## src/logic/ids_defines.svh

```systemverilog
// **********************************************************************
// Width, count and offset macros of the AXI read ID serializer
// **********************************************************************

`ifndef IDS_DEFINES_SVH
`define IDS_DEFINES_SVH

// ID widths at the slave and master ports
`define IDS_SLV_ID_W 4
`define IDS_MST_ID_W 2

// One serializer slot per master ID
`define IDS_NUM_SLOTS 4

// Payload widths
`define IDS_ADDR_W 32
`define IDS_DATA_W 32
`define IDS_LEN_W 8

// Outstanding bursts a slot may hold for its owner
`define IDS_MAX_TXNS_PER_ID 4
// Added to the slave ID before the modulo
`define IDS_ID_BASE_OFFSET 1

`endif

```

## src/logic/ids_pkg.sv

```systemverilog
// **********************************************************************
// AR and R channel structs, slot index type, response and slot enums
// **********************************************************************

`include "ids_defines.svh"

package ids_pkg;

  // Index of a serializer slot, equal to the master ID it issues
  typedef logic [$clog2(`IDS_NUM_SLOTS)-1:0] slot_idx_t;

  // AXI response codes
  typedef enum logic [1:0] {
    OKAY   = 2'b00,
    EXOKAY = 2'b01,
    SLVERR = 2'b10,
    DECERR = 2'b11
  } resp_e;

  // Ownership state of one slot
  typedef enum logic [1:0] {
    SLOT_FREE,
    SLOT_OWNED,
    SLOT_FULL
  } slot_state_e;

  // AR at the slave port, wide ID
  typedef struct packed {
    logic [`IDS_SLV_ID_W-1:0] id;
    logic [`IDS_ADDR_W-1:0]   addr;
    logic [`IDS_LEN_W-1:0]    len;
  } slv_ar_t;

  // AR at the master port, narrow ID
  typedef struct packed {
    logic [`IDS_MST_ID_W-1:0] id;
    logic [`IDS_ADDR_W-1:0]   addr;
    logic [`IDS_LEN_W-1:0]    len;
  } mst_ar_t;

  // R beat at the slave port
  typedef struct packed {
    logic [`IDS_SLV_ID_W-1:0] id;
    logic [`IDS_DATA_W-1:0]   data;
    resp_e                    resp;
    logic                     last;
  } slv_r_t;

  // R beat at the master port
  typedef struct packed {
    logic [`IDS_MST_ID_W-1:0] id;
    logic [`IDS_DATA_W-1:0]   data;
    resp_e                    resp;
    logic                     last;
  } mst_r_t;

endpackage

```

## src/logic/ids_serializer.sv

```systemverilog
// **********************************************************************
// One serializer slot: owner tracking, in-flight count, ID swap
// **********************************************************************

`timescale 1ns/1ps

`include "ids_defines.svh"

module ids_serializer #(
  parameter int unsigned SLOT = 0
) (
  input  logic             clk_i,
  input  logic             arst_n_i,
  // AR from the demux
  input  logic             in_ar_valid_i,
  input  ids_pkg::slv_ar_t in_ar_i,
  output logic             in_ar_ready_o,
  // AR towards the mux
  output logic             out_ar_valid_o,
  output ids_pkg::mst_ar_t out_ar_o,
  input  logic             out_ar_ready_i,
  // R from the mux
  input  logic             in_r_valid_i,
  input  ids_pkg::mst_r_t  in_r_i,
  output logic             in_r_ready_o,
  // R towards the demux
  output logic             out_r_valid_o,
  output ids_pkg::slv_r_t  out_r_o,
  input  logic             out_r_ready_i
);

  // Fixed master ID issued by this slot
  localparam logic [`IDS_MST_ID_W-1:0] SLOT_ID = SLOT[`IDS_MST_ID_W-1:0];
  // Counter holds 0 up to the limit inclusive
  localparam int unsigned CNT_W = $clog2(`IDS_MAX_TXNS_PER_ID + 1);

  ids_pkg::slot_state_e     state_q, state_d;
  logic [CNT_W-1:0]         cnt_q, cnt_d;
  logic [`IDS_SLV_ID_W-1:0] owner_q;
  logic                     admit;
  logic                     ar_hs;
  logic                     r_done;

  // Free slot takes any ID; owned slot only its owner until full
  assign admit = (state_q == ids_pkg::SLOT_FREE) ||
                 ((state_q == ids_pkg::SLOT_OWNED) && (in_ar_i.id == owner_q));

  assign out_ar_valid_o = in_ar_valid_i && admit;
  assign in_ar_ready_o  = out_ar_ready_i && admit;
  assign out_ar_o       = '{id: SLOT_ID, addr: in_ar_i.addr, len: in_ar_i.len};

  assign ar_hs  = in_ar_valid_i && in_ar_ready_o;
  // A burst retires on its last beat
  assign r_done = in_r_valid_i && out_r_ready_i && in_r_i.last;

  // R passes straight through with the owner ID put back
  assign out_r_valid_o = in_r_valid_i;
  assign in_r_ready_o  = out_r_ready_i;
  assign out_r_o       = '{id: owner_q, data: in_r_i.data, resp: in_r_i.resp,
                           last: in_r_i.last};

  always_comb begin
    cnt_d = cnt_q;
    if (ar_hs && !r_done) begin
      cnt_d = cnt_q + CNT_W'(1);
    end else if (r_done && !ar_hs) begin
      cnt_d = cnt_q - CNT_W'(1);
    end
    // State follows the next count
    if (cnt_d == '0) begin
      state_d = ids_pkg::SLOT_FREE;
    end else if (cnt_d == CNT_W'(`IDS_MAX_TXNS_PER_ID)) begin
      state_d = ids_pkg::SLOT_FULL;
    end else begin
      state_d = ids_pkg::SLOT_OWNED;
    end
  end

  always_ff @(posedge clk_i or negedge arst_n_i) begin
    if (!arst_n_i) begin
      state_q <= ids_pkg::SLOT_FREE;
      cnt_q   <= '0;
    end else begin
      state_q <= state_d;
      cnt_q   <= cnt_d;
    end
  end

  // Owner only matters while count is nonzero
  always_ff @(posedge clk_i) begin
    if (ar_hs) begin
      owner_q <= in_ar_i.id;
    end
  end

  // Master must not answer a burst this slot never issued
  a_no_r_idle: assert property (
    @(posedge clk_i) disable iff (!arst_n_i)
    in_r_valid_i |-> (cnt_q != '0)
  );

  a_cnt_limit: assert property (
    @(posedge clk_i) disable iff (!arst_n_i)
    cnt_q <= CNT_W'(`IDS_MAX_TXNS_PER_ID)
  );

endmodule

```

## config.mk

```make
export PLATFORM = sky130hd
export DESIGN_NAME = ids_serializer
export DESIGN_NICKNAME = d
export VERILOG_FILES = /design/src/logic/ids_pkg.sv /design/src/logic/ids_serializer.sv
export VERILOG_INCLUDE_DIRS = /design/src /design/src/logic
export SDC_FILE = /design/constraint.sdc
export NUM_CORES = 1
export LEC_CHECK = 0
export ABC_AREA = 1
export BUFFER_PORTS_ARGS = -buffer_cell sky130_fd_sc_hd__buf_2
export CORE_AREA = 5 5 73 75
export DETAILED_ROUTE_END_ITERATION = 7
export DIE_AREA = 0 0 78 80
export GPL_TIMING_DRIVEN = 0
export PLACE_DENSITY = 0.74
export SLEW_MARGIN = 20
export SYNTH_ARGS = -nofsm -noshare
export SYNTH_HDL_FRONTEND = slang
export SYNTH_SLANG_ARGS = --single-unit
```

## constraint.sdc

```tcl
create_clock -name clk_i -period 1.3 [get_ports clk_i]
set_input_delay 0.13 -clock clk_i [delete_from_list [all_inputs] [get_ports clk_i]]
set_output_delay 0.13 -clock clk_i [all_outputs]
set_load 0.02 [all_outputs]
```

==> results.tsv <==
metric	value	unit
fin_skew	0.000644	ns
violations	setup timing	
numPortBuffers	93	
fmax	0.672	GHz
path_max_fanout	3	
post-route-min-period	1.49	ns
start_kind	flop	
yosys.area.top_type	buf_4	
layout-drive-gt1-share	0.781	
row_count	25	
crit_chain	nand2_1 > nand2_1 > nor2_2 > nand3_2 > nand2_4 > inv_2 > nor2_2 > buf_4	
start_util	0.257	
synth_cells	156	
synth.most_common_cell	buf_4	
cp_top_family	simple AND/OR/NAND/NOR gates	
cts_buffer_depth	2	
path_buf_inv	2	
peakVddDrop	0.650	mV
ios	172	
syn_to_final_growth	57.2	%
grt_pass1_vias	928	
ys.flop_type	dfrtp_1	
wl_per_cell	10.1	um
cts.clk_slew.worst_paths	0.04	ns
dieArea	0.00624	mm^2
via_count	1101	
rsz0062_at_grt	yes	
ant_nets	0	
min_path_type	input port to flop	
synth-edff-count	4	
crit_type	flop to primary output	
worst_path_max_delay_cell	edfxtp_1	
root_buffer	clkbuf_8	
ys_ff_latch	9	
synth_cell_types	17	
avgViaCountPerCell	3.55	
drc	0	
yosysWarningCount	0	
setup_viol	11	
drt_iter0_drc	11	
synthArstFlopShare	0.556	
powerDensity	1010	mW/mm^2
grt_max_degree	7	
fp.dieH	80	um
hold_violations	0	
num-nets-final	346	
tns	-1.43	ns
die_x	78	um
cap_violations	0	
cts_tree	built	
critPathArrivalTime	1.36	ns
end_kind	primary output	
maxSlewViolCount	0	
cts_buffers	3	
coreArea	0.00460	mm^2
dr.pass1.iters	2	
leakage	1.16	nW
crit_required	1.17	ns
status	finished, violations left	
grt_pass1_wl	4.20	mm
synth_area_leaders	buf_4 50%, dfrtp_1 11%, edfxtp_1 10%, inv_1 6.4%, nand2_1 6.4%	
preCtsSetupSlack	-0.183	ns
synth.top_cell.area_share	0.502	
place_congestion	0.621	
grtUsageTotal	0.0792	
clock_latency	0.23	ns
syn_avg_cell_area	7.57	um^2
routed_wl	3.12	mm
cts_sinks	9	
htreeDepth	1	
dpl.hpwl	2.87	mm
fin_crit_sh	1.15	
utilization	0.404	
n_antenna_cell	0	
antenna_found_initial	0	
ys_seq_area_frac	0.208	
worst_slack	-0.189	ns
grt_overflow	0	
syn_area	0.00118	mm^2
critPathMaxStageDelay	0.40	ns
synth_common_cells	79 x buf_4, 20 x inv_1, 20 x nand2_1	
logic make-up after synthesis:
| kind of cell | synth area share |
|---|---|
| flip-flops | 0.208 |
| buffers and inverters | 0.569 |
| adder cells (fa/ha/maj) | 0.0212 |
| AO/OA/AOI/OAI | 0.00423 |
| other | 0.00317 |
| XOR/XNOR | 0.0148 |
| AND/OR/NAND/NOR | 0.180 |
power breakdown:
group	leakage, nW	internal [mW]	total (mW)	switching, mW
logic	1.04	0.511	1.14	0.624
registers	0.0938	0.374	0.434	0.0601
clock network	0.0228	0.213	0.313	0.101
total	1.16	1.10	1.88	0.785
timing repair:
action / 4_1_cts / 5_1_grt
buffers inserted: 1 / 0
endpoints found under the setup margin: 11 / 11
endpoints found under the hold margin: 5 / 0
gates cloned: 0 / 0
hold buffers: 1 / 0
resized for setup: 4 / 14
pin swaps: 0 / 5
registers in the layout (all words and copies together), names as in the netlist:
register,cells
state_q,2
cnt_q,3
owner_q,4
final timing paths:
kind,cells past startpoint,slack [ns],to,start
setup / recovery,8,-0.19,out_ar_valid_o,owner_q[3]$_DFFE_PP_
hold / removal,1,0.11,owner_q[1]$_DFFE_PP_,in_ar_i[41]
setup reg to reg,12,-0.16,state_q[1]$_DFF_PN0_,owner_q[3]$_DFFE_PP_
hold reg to reg,2,0.58,cnt_q[1]$_DFF_PN0_,cnt_q[1]$_DFF_PN0_
max in group asynchronous,2,0.93,state_q[1]$_DFF_PN0_,arst_n_i
min in group asynchronous,2,0.24,cnt_q[1]$_DFF_PN0_,arst_n_i
cell type report:
type / instances / area (um^2)
plain buffers: 79 / 593
clock buffers: 4 / 45.0
fillers: 474 / 2740
inverters: 21 / 83.8
multi-input cells: 48 / 327
flip-flops and latches: 9 / 245
well taps: 54 / 67.6
repair buffers: 95 / 495
through the flow:
step	area, um^2	power [mW]	hold WS [ns]	instances
4_1_cts	1800	1.83	0.100	310
3_3_place_gp	1730	1.45	-0.0530	304
3_5_place_dp	1730	1.48	-0.0486	304
2_1_floorplan	1190	1.25	-0.166	157
6_report	1860	1.88	0.107	310
5_1_grt	1860	2.04	0.0956	310
layout by cell type, fill, tap and decap left out, types with 2 or more instances in the layout:
cell	n
dfrtp_1	5
nand2_2	6
nor2_2	5
nand4_4	2
nand2_4	4
buf_6	2
edfxtp_1	4
buf_4	80
inv_1	18
nor2_1	2
inv_2	2
ha_1	2
nand3_1	2
conb_1	2
nand3_2	3
buf_2	91
clkbuf_8	3
nand2_1	17
layer usage:
metal,share of wire,routed length [um],vias up,track usage
met5,0,0,-,0
met4,0,0,0,0.00507
met3,0.16,499,0,0.0418
met2,0.57,1780,74,0.159
met1,0.27,837,446,0.0722
li1,-,-,581,-
No activity file was read; power rests on OpenSTA's default activity.
