## config.mk

```make
export PLATFORM = sky130hd
export DESIGN_NAME = ids_ar_demux
export DESIGN_NICKNAME = d
export VERILOG_FILES = /design/src/logic/ids_pkg.sv /design/src/logic/ids_ar_demux.sv
export VERILOG_INCLUDE_DIRS = /design/src /design/src/logic
export SDC_FILE = /design/constraint.sdc
export NUM_CORES = 1
export LEC_CHECK = 0
export BUFFER_PORTS_ARGS = -buffer_cell sky130_fd_sc_hd__buf_2
export CAP_MARGIN = 15
export CORE_AREA = 2 2 169 171
export DETAILED_ROUTE_END_ITERATION = 10
export DIE_AREA = 0 0 171 173
export PLACE_DENSITY = 0.33
export SLEW_MARGIN = 20
export SYNTH_ARGS = -nofsm -noshare
export SYNTH_HDL_FRONTEND = slang
export SYNTH_SLANG_ARGS = --single-unit
export TNS_END_PERCENT = 100
```

## constraint.sdc

```tcl
create_clock -name vclk -period 2.51
set_clock_uncertainty 0.15 [all_clocks]
set_input_delay 0.502 -clock vclk [all_inputs]
set_output_delay 0.502 -clock vclk [all_outputs]
set_load 0.005 [all_outputs]
```

## src/logic/ids_defines.svh

```systemverilog
// **********************************************************************
// Width, count and offset macros of the AXI read ID serializer
// **********************************************************************

`ifndef IDS_DEFINES_SVH
`define IDS_DEFINES_SVH

// ID widths at the slave and master ports
`define IDS_SLV_ID_W 4
`define IDS_MST_ID_W 2

// One serializer slot per master ID
`define IDS_NUM_SLOTS 4

// Payload widths
`define IDS_ADDR_W 32
`define IDS_DATA_W 32
`define IDS_LEN_W 8

// Outstanding bursts a slot may hold for its owner
`define IDS_MAX_TXNS_PER_ID 4
// Added to the slave ID before the modulo
`define IDS_ID_BASE_OFFSET 1

`endif

```

## src/logic/ids_pkg.sv

```systemverilog
// **********************************************************************
// AR and R channel structs, slot index type, response and slot enums
// **********************************************************************

`include "ids_defines.svh"

package ids_pkg;

  // Index of a serializer slot, equal to the master ID it issues
  typedef logic [$clog2(`IDS_NUM_SLOTS)-1:0] slot_idx_t;

  // AXI response codes
  typedef enum logic [1:0] {
    OKAY   = 2'b00,
    EXOKAY = 2'b01,
    SLVERR = 2'b10,
    DECERR = 2'b11
  } resp_e;

  // Ownership state of one slot
  typedef enum logic [1:0] {
    SLOT_FREE,
    SLOT_OWNED,
    SLOT_FULL
  } slot_state_e;

  // AR at the slave port, wide ID
  typedef struct packed {
    logic [`IDS_SLV_ID_W-1:0] id;
    logic [`IDS_ADDR_W-1:0]   addr;
    logic [`IDS_LEN_W-1:0]    len;
  } slv_ar_t;

  // AR at the master port, narrow ID
  typedef struct packed {
    logic [`IDS_MST_ID_W-1:0] id;
    logic [`IDS_ADDR_W-1:0]   addr;
    logic [`IDS_LEN_W-1:0]    len;
  } mst_ar_t;

  // R beat at the slave port
  typedef struct packed {
    logic [`IDS_SLV_ID_W-1:0] id;
    logic [`IDS_DATA_W-1:0]   data;
    resp_e                    resp;
    logic                     last;
  } slv_r_t;

  // R beat at the master port
  typedef struct packed {
    logic [`IDS_MST_ID_W-1:0] id;
    logic [`IDS_DATA_W-1:0]   data;
    resp_e                    resp;
    logic                     last;
  } mst_r_t;

endpackage

```

## src/logic/ids_ar_demux.sv

```systemverilog
// **********************************************************************
// Slave AR steering onto the slots and merge of slot R beats
// **********************************************************************

`timescale 1ns/1ps

`include "ids_defines.svh"

module ids_ar_demux (
  // Only used by the R-side check
  input  logic                                       clk_i,
  input  logic                                       arst_n_i,
  // Slave port AR
  input  logic                                       slv_ar_valid_i,
  input  ids_pkg::slv_ar_t                           slv_ar_i,
  output logic                                       slv_ar_ready_o,
  // AR towards the slots
  output logic [`IDS_NUM_SLOTS-1:0]                  slot_ar_valid_o,
  output ids_pkg::slv_ar_t [`IDS_NUM_SLOTS-1:0]      slot_ar_o,
  input  logic [`IDS_NUM_SLOTS-1:0]                  slot_ar_ready_i,
  // R from the slots
  input  logic [`IDS_NUM_SLOTS-1:0]                  slot_r_valid_i,
  input  ids_pkg::slv_r_t [`IDS_NUM_SLOTS-1:0]       slot_r_i,
  output logic [`IDS_NUM_SLOTS-1:0]                  slot_r_ready_o,
  // Slave port R
  output logic                                       slv_r_valid_o,
  output ids_pkg::slv_r_t                            slv_r_o,
  input  logic                                       slv_r_ready_i
);

  // One extra bit so the offset never wraps before the modulo
  logic [`IDS_SLV_ID_W:0] id_sum;
  ids_pkg::slot_idx_t     ar_sel;

  // Default mapping rule, master ID = (slave ID + offset) mod slots
  assign id_sum = {1'b0, slv_ar_i.id} + (`IDS_SLV_ID_W+1)'(`IDS_ID_BASE_OFFSET);
  assign ar_sel = ids_pkg::slot_idx_t'(id_sum % `IDS_NUM_SLOTS);

  // Payload goes to every slot, only the selected one sees valid
  always_comb begin
    for (int i = 0; i < `IDS_NUM_SLOTS; i++) begin
      slot_ar_o[i]       = slv_ar_i;
      slot_ar_valid_o[i] = slv_ar_valid_i && (ar_sel == ids_pkg::slot_idx_t'(i));
    end
  end

  // Ready comes back from the addressed slot only
  assign slv_ar_ready_o = slot_ar_ready_i[ar_sel];

  // R enters from a single master channel, so at most one slot is valid
  always_comb begin
    slv_r_valid_o = 1'b0;
    slv_r_o       = '0;
    for (int i = 0; i < `IDS_NUM_SLOTS; i++) begin
      if (slot_r_valid_i[i]) begin
        slv_r_valid_o = 1'b1;
        slv_r_o       = slot_r_i[i];
      end
    end
  end

  // Harmless to all slots since only the valid one takes a beat
  assign slot_r_ready_o = {`IDS_NUM_SLOTS{slv_r_ready_i}};

  // Mux steers each master R beat to exactly one slot
  a_one_slot_r: assert property (
    @(posedge clk_i) disable iff (!arst_n_i)
    $onehot0(slot_r_valid_i)
  );

endmodule

```

==> summary by stage, run 1 <==
Floorplan
The core outline area is 27600 µm². 437 I/O pins were placed. The die covers 29600 µm². The initial utilization of the core area, before any placement, comes to 8.63%. The floorplan has 61 rows. From left edge to right edge, the die measures 171 µm. The vertical extent of the die is 173 µm.

Routing
In the routed design, unresolved DRC markers number 0. For this block, the routed nets add up to 10100 µm of wire. The vias per cell is 3.02. The detailed-route via count is 2255. The pre-antenna-repair detailed-routing pass consisted of 4 iterations. The initial detailed-routing violation count is 83. The detailed-route wire length per cell is 13.5 µm.

The count of nets left with antenna violations once routing finished came out at 0.

Place
At the end of routability-driven placement, the weighted congestion stood at 0.656. Timing analysis after detailed placement gives a worst setup slack of 220 ps. The total placed instance area is 2600 µm².

The count of buffers from port buffering is 220. The half-perimeter wire length of the detailed placement result is 8520 µm.

Worst setup path
The category of the worst setup path capture point is a primary output. The worst setup path is launched from an input pin. The signal on the critical path passes through buf_2 -> nor2b_4 -> buf_4 -> a22oi_1 -> a21oi_1 -> buf_2. Data on the critical path arrives at its endpoint at 1560 ps. Together, buffers and inverters on the worst path number 3. The number of logic stages on the critical path including buffering is 6. The slowest stage of the critical path belongs to the cell sky130_fd_sc_hd__buf_4. The category of the critical setup timing path is input pin to primary output. The delay contributed by the slowest stage of the critical path is 250 ps.

The maximum fanout encountered on the critical timing path is 14. The cell that appears most often on the critical path is sky130_fd_sc_hd__buf_2. The kind of cell adding the most delay to the critical path is buffers and inverters.

The data required time at the worst endpoint is 1860 ps.

Power
For this design the total switching power over the nets is 0.191 mW. Combinational logic is responsible for 100.0% of the overall power. The design draws 0.415 mW. The analysis attributes to cell leakage a power of 1.21 nW.

The clock power share is 0%. Dividing total power by cell area gives a power density of 159 nW/µm². The sequential fraction of design power is 0%. Internal power comes to 0.224 mW.

Net switching is 46.0% of the power. The worst voltage drop across the vdd grid is 0.0398 mV.

Global route
The total global routing overflow is 0. The initial antenna violation count was 0. The first global-routing pass estimated 13400 µm of wire. The maximum number of pins on one net before global-route repair is 25. The overall fraction of global-route tracks in use is 5.99%.

The number of global-route vias before repair is 2290.

Logic synthesis
Sorting the synthesized cells by area gives the leading types as sky130_fd_sc_hd__buf_4, sky130_fd_sc_hd__a22oi_1, sky130_fd_sc_hd__o22ai_1. The number of nets in the synthesized netlist is 553. The netlist area before placement is 2380 µm². After synthesis, flip-flops and latches occupy 0% of the total area. The synthesized netlist contains 19 unique library cells.

The top cell type by area accounts for 56.7% of the synthesized area. The library cell occupying the most area in the post-synthesis netlist is sky130_fd_sc_hd__buf_4. The number of cells produced by synthesis is 337.

The most common cell in the synthesized netlist is sky130_fd_sc_hd__buf_4. In the synthesized netlist, the cells that appear most often are sky130_fd_sc_hd__buf_4, sky130_fd_sc_hd__a22oi_1, sky130_fd_sc_hd__o22ai_1. The mean instance size in the synthesized netlist is 7.08 µm². For this run, the number of Yosys warnings is 0.

Layout
The design area is 2600 µm². Compared with the post-synthesis result, the final layout area differs by 9.18%. Across the whole layout, storage elements account for 0 µm². Clock buffers in the final layout number 0. The repair_antennas step left the layout with diodes totalling 0. In the final layout, the share of cells above drive strength 1 is 64.4%. The layout net count is 586.

The number of sequential cells is 0.

Clock tree
The number of gates resized after cts is 0. The number of setup buffers added after CTS is 0. The post-cts hold buffer count is 0.

Flow run
The number of max-cap violations is 0.

STA
The setup total negative slack is 0 ps. The setup violation total in the final timing report is 0. Setup repair after global routing left no endpoint under its margin. The final worst setup slack is 297 ps. The number of hold-slack violations in the final timing report is 0.

Based on the critical path, the design can be clocked at up to 0.452 GHz. Headroom to the max-slew limit came out at 74.5%. The final hold slack is 854 ps. The smallest clock period supported by the final layout is computed as 2210 ps.

The number of pins with negative max-slew slack in the final report is 0. The transition time at the pin with the least slew margin is 382 ps. Dividing the final minimum period by the clock period gives 88.2%.

Min path
The worst hold path cell count is 0. The worst hold path belongs to the class input pin to primary output.

Run status
The flow ran to the end, and the final reports show no timing, DRC or antenna violations.
cells by family after synthesis:
| family | count (synthesis) | share of synthesized area [%] |
|---|---|---|
| buf+inv | 205 | 63.2 |
| compound gates | 115 | 30.6 |
| simple gates | 12 | 3.15 |
| fa+ha+maj | 4 | 2.10 |
| mux | 1 | 0.944 |
per-layer routing:
| metal | vias up | track usage [%] | part of all wire [%] |
|---|---|---|---|
| met2 | 173 | 11.6 | 51 |
| met5 | - | 0 | 0 |
| met4 | 0 | 3.95 | 7.3 |
| met1 | 943 | 5.26 | 32 |
| li1 | 1073 | - | - |
| met3 | 66 | 1.74 | 10 |
power groups by stage:
stage               clock network (mW)  logic, mW  registers (mW)
floorplan                            0      0.401               0
global placement                     0      0.425               0
detailed placement                   0      0.425               0
CTS                                  0      0.427               0
global route                         0      0.464               0
finish                               0      0.415               0
worst paths after layout:
| path | end | from | slack, ps |
|---|---|---|---|
| worst max-delay path | slv_r_o[13] | slot_r_valid_i[1] | 300 |
| worst min-delay path | slot_ar_o[155] | slv_ar_i[23] | 850 |
stage by stage:
step,cells,util [%]
3_3_place_gp,746,9.42
4_1_cts,746,9.42
3_5_place_dp,746,9.42
6_report,746,9.42
2_1_floorplan,337,-
5_1_grt,746,9.42
cell usage in the layout (no fill, tap or decap), types with 2 or more instances in the layout:
cell type and n:
sky130_fd_sc_hd__a21oi_1 37, sky130_fd_sc_hd__a22oi_1 38, sky130_fd_sc_hd__and2_1 4, sky130_fd_sc_hd__buf_12 3, sky130_fd_sc_hd__buf_2 220, sky130_fd_sc_hd__buf_4 9, sky130_fd_sc_hd__ha_1 4, sky130_fd_sc_hd__inv_1 3
sky130_fd_sc_hd__nand2_1 2, sky130_fd_sc_hd__o22ai_1 38
cell type report:
class                      count  area [µm²]
fill                        3308       25000
inverter                       4        15.0
multi-input combinational    132         887
tap                          378         473
timing repair buffer         232        1230
(Power assumes the default switching activity.)
==> inputs of run 2 (changes only) <==
Settings changed: ABC_AREA set to 1, CORE_AREA 2 2 169 171 to 2 2 168 170, DIE_AREA 0 0 171 173 to 0 0 170 172, PLACE_DENSITY 0.33 to 0.36.
==> summary by stage, run 2 <==
Layout
The number of sequential cells is 0 (unchanged). The sequential cell area is 0 µm² (unchanged). The share of final-layout standard cells stronger than drive strength 1 is 43.2% (-21 points). The multi-input logic area is 1400 µm² (+58%). The clock tree buffer count of the final layout is 0 (unchanged). The total of fill cells in the finished design is 3309 (+0.030%).

Leaving out fill and tap cells, the most frequent cell in the layout is sky130_fd_sc_hd__buf_2. The layout net count was 792 (+35%). The area added between synthesis and finish is 6.18%.

The design area is 3160 µm² (+21%). In the layout the commonest cells are sky130_fd_sc_hd__buf_2, sky130_fd_sc_hd__nand2_1, sky130_fd_sc_hd__nor2_1, sky130_fd_sc_hd__a21oi_1, sky130_fd_sc_hd__nand3_1.

Logic synthesis
The area share of the largest cell type after synthesis was 45.7% (-11 points). The netlist area before placement came to 2970 µm² (+25%). After synthesis, the most frequently instantiated cells are sky130_fd_sc_hd__buf_4, sky130_fd_sc_hd__nand2_1, sky130_fd_sc_hd__nor2_1. The yosys synthesis warning count came to 0 (unchanged). The number of cells produced by synthesis is 549 (+63%). The sequential element share of the synthesized area came to 0% (unchanged). The most common cell in the synthesized netlist is sky130_fd_sc_hd__buf_4. The biggest area contributor in the post-synthesis netlist is sky130_fd_sc_hd__buf_4. The mean instance size in the synthesized netlist was 5.42 µm² (-23%). The post-synthesis net count is 765 (+38%). By area the synthesized netlist is led by sky130_fd_sc_hd__buf_4, sky130_fd_sc_hd__nand2_1, sky130_fd_sc_hd__nor2_1. The count of cell types in the netlist was 17 (-2).

Routing
The vias per cell was 3.34 (+11%). The post-route DRC violation count is 0 (unchanged). The initial detailed-routing violation count is 61 (-27%). The first-pass iteration count of the detailed router was 4 (unchanged). The final antenna-violating net count is 0 (unchanged). The wire length reported by the detailed router is 11400 µm (+14%). The detailed-route wire length per cell is 12.4 µm (-8.0%). The detailed-route via count is 3084 (+37%).

STA
The transition time at the pin with the least slew margin is 409 ps (+27.2 ps). The headroom to the max-slew limit was 72.7% (-1.8 points). The clock period minus final worst setup slack was 2170 ps (-38.7 ps).

The number of hold-slack violations in the final timing report is 0 (unchanged). The setup total negative slack is 0 ps (unchanged). The final worst setup slack is 335 ps (+38.7 ps).

The highest attainable clock frequency is 0.460 GHz (+1.8%). The number of pins with negative max-slew slack in the final report is 0 (unchanged). Setup repair after global routing left no endpoint under its margin. The setup violation total in the final timing report is 0 (unchanged). The ratio of final minimum period to clock period came to 86.6% (-1.5 points).

Floorplan
The area of the die is 29200 µm² (-1.2%). The vertical extent of the die is 172 µm (-0.58%). The effective utilization at floorplan is 10.8% (+2.2 points). The row count is 61 (unchanged). The core outline area is 27500 µm² (-0.55%). The number of I/O pins came to 437 (unchanged). The horizontal die dimension is 170 µm (-0.58%).

Global route
The total global routing overflow came to 0 (unchanged). The number of global-route vias before repair is 2737 (+20%). The maximum number of pins on one net before global-route repair is 80 (+220%). The global-route wire length before repair was 15600 µm (+16%). The initial antenna violation count is 2 (+2). The overall fraction of global-route tracks in use was 6.99% (+1.0 points).

Worst setup path
The slowest stage of the critical path is the sky130_fd_sc_hd__buf_4 cell. The data required time at the worst endpoint is 1860 ps (about the same). The worst setup path is launched from an input pin. The worst setup path is captured at a primary output. In this design, the critical path's most frequently occurring cell is sky130_fd_sc_hd__nand2_1.

The arrival time reported for the critical path endpoint was 1520 ps (-40 ps). The category of the critical setup timing path is input pin to primary output. The maximum fanout encountered on the critical timing path is 23 (+9).

The critical path goes through buf_2 -> buf_12 -> buf_4 -> a21oi_1 -> nand2_1 -> nand2_1 -> nand2_1 -> buf_2. The delay contributed by the slowest stage of the critical path is 210 ps (-40 ps).

Power
The ratio of total power to cell area came to 155 nW/µm² (-2.9%). The worst voltage drop across the vdd grid came to 0.0384 mV (-3.7%). The overall power consumption is 0.489 mW (+18%). The static leakage was 1.80 nW (+49%).

Clock tree
The number of gates resized after cts is 0 (unchanged). The post-cts hold buffer count is 0 (unchanged). The post-CTS setup buffer count is 0 (unchanged).

Min path
The worst hold path cell count is 0 (unchanged). The worst hold path class is input pin to primary output.

Place
The total placed instance area was 3150 µm² (+21%). The post-place setup slack is 320 ps (+99.6 ps). The final weighted congestion of routability-driven global placement came to 0.696 (+6.1%). The half-perimeter wire length of the detailed placement result is 9570 µm (+12%). The count of buffers from port buffering is 220 (unchanged).

Run status
The run finished with clean final reports.

Flow run
The number of max-cap violations is 0 (unchanged).
==> run 2: area by class of cell <==
type	count	share of cell area, %
Multi-Input combinational cell	329	44.3
Timing Repair Buffer	236	40.6
Tap cell	346	13.7
Inverter	9	1.15
Antenna cell	2	0.158
==> run 2: power breakdown <==
| part | internal (mW) | total [mW] | switching, mW |
|---|---|---|---|
| sequential | 0 | 0 | 0 |
| combinational | 0.237 | 0.489 | 0.252 |
| clock | 0.000000107 | 0.000000107 | 0 |
==> run 2: final timing paths <==
check | startpoint | to
max | slot_r_valid_i[2] | slv_r_o[21]
min | slv_ar_i[26] | slot_ar_o[114]
==> run 2: metrics by stage <==
step                util, %  hold slack (ps)  std cells
detailed placement     11.5              854        920
global placement       11.5              854        920
finish                 11.5              854        922
global route           11.5              854        920
floorplan                 -              926        549
CTS                    11.5              854        920
==> run 2: cell families (layout without fill, tap and decap cells) <==
group                    after synthesis  after routing  synth area share (%)
AO/OA/AOI/OAI                         41             41                  7.07
adder cells (fa/ha/maj)                4              4                  1.68
buffers and inverters                220            245                  52.9
other                                  0              2                     0
AND/OR/NAND/NOR                      284            284                  38.3
==> run 2: critical path: cells and delay by family <==
family | cells | cell delay [ps]
and+or+nand+nor | 3 | 240
buffers and inverters | 4 | 620
AOI/OAI and AO/OA | 1 | 140
==> run 2: metal layers <==
layer / GRT usage, % / up-vias / wire (µm)
li1: - / 1566 / -
met1: 6.74 / 1264 / 4030
met2: 13.5 / 197 / 5640
met3: 1.92 / 57 / 1120
met4: 3.75 / 0 / 659
met5: 0 / - / 0
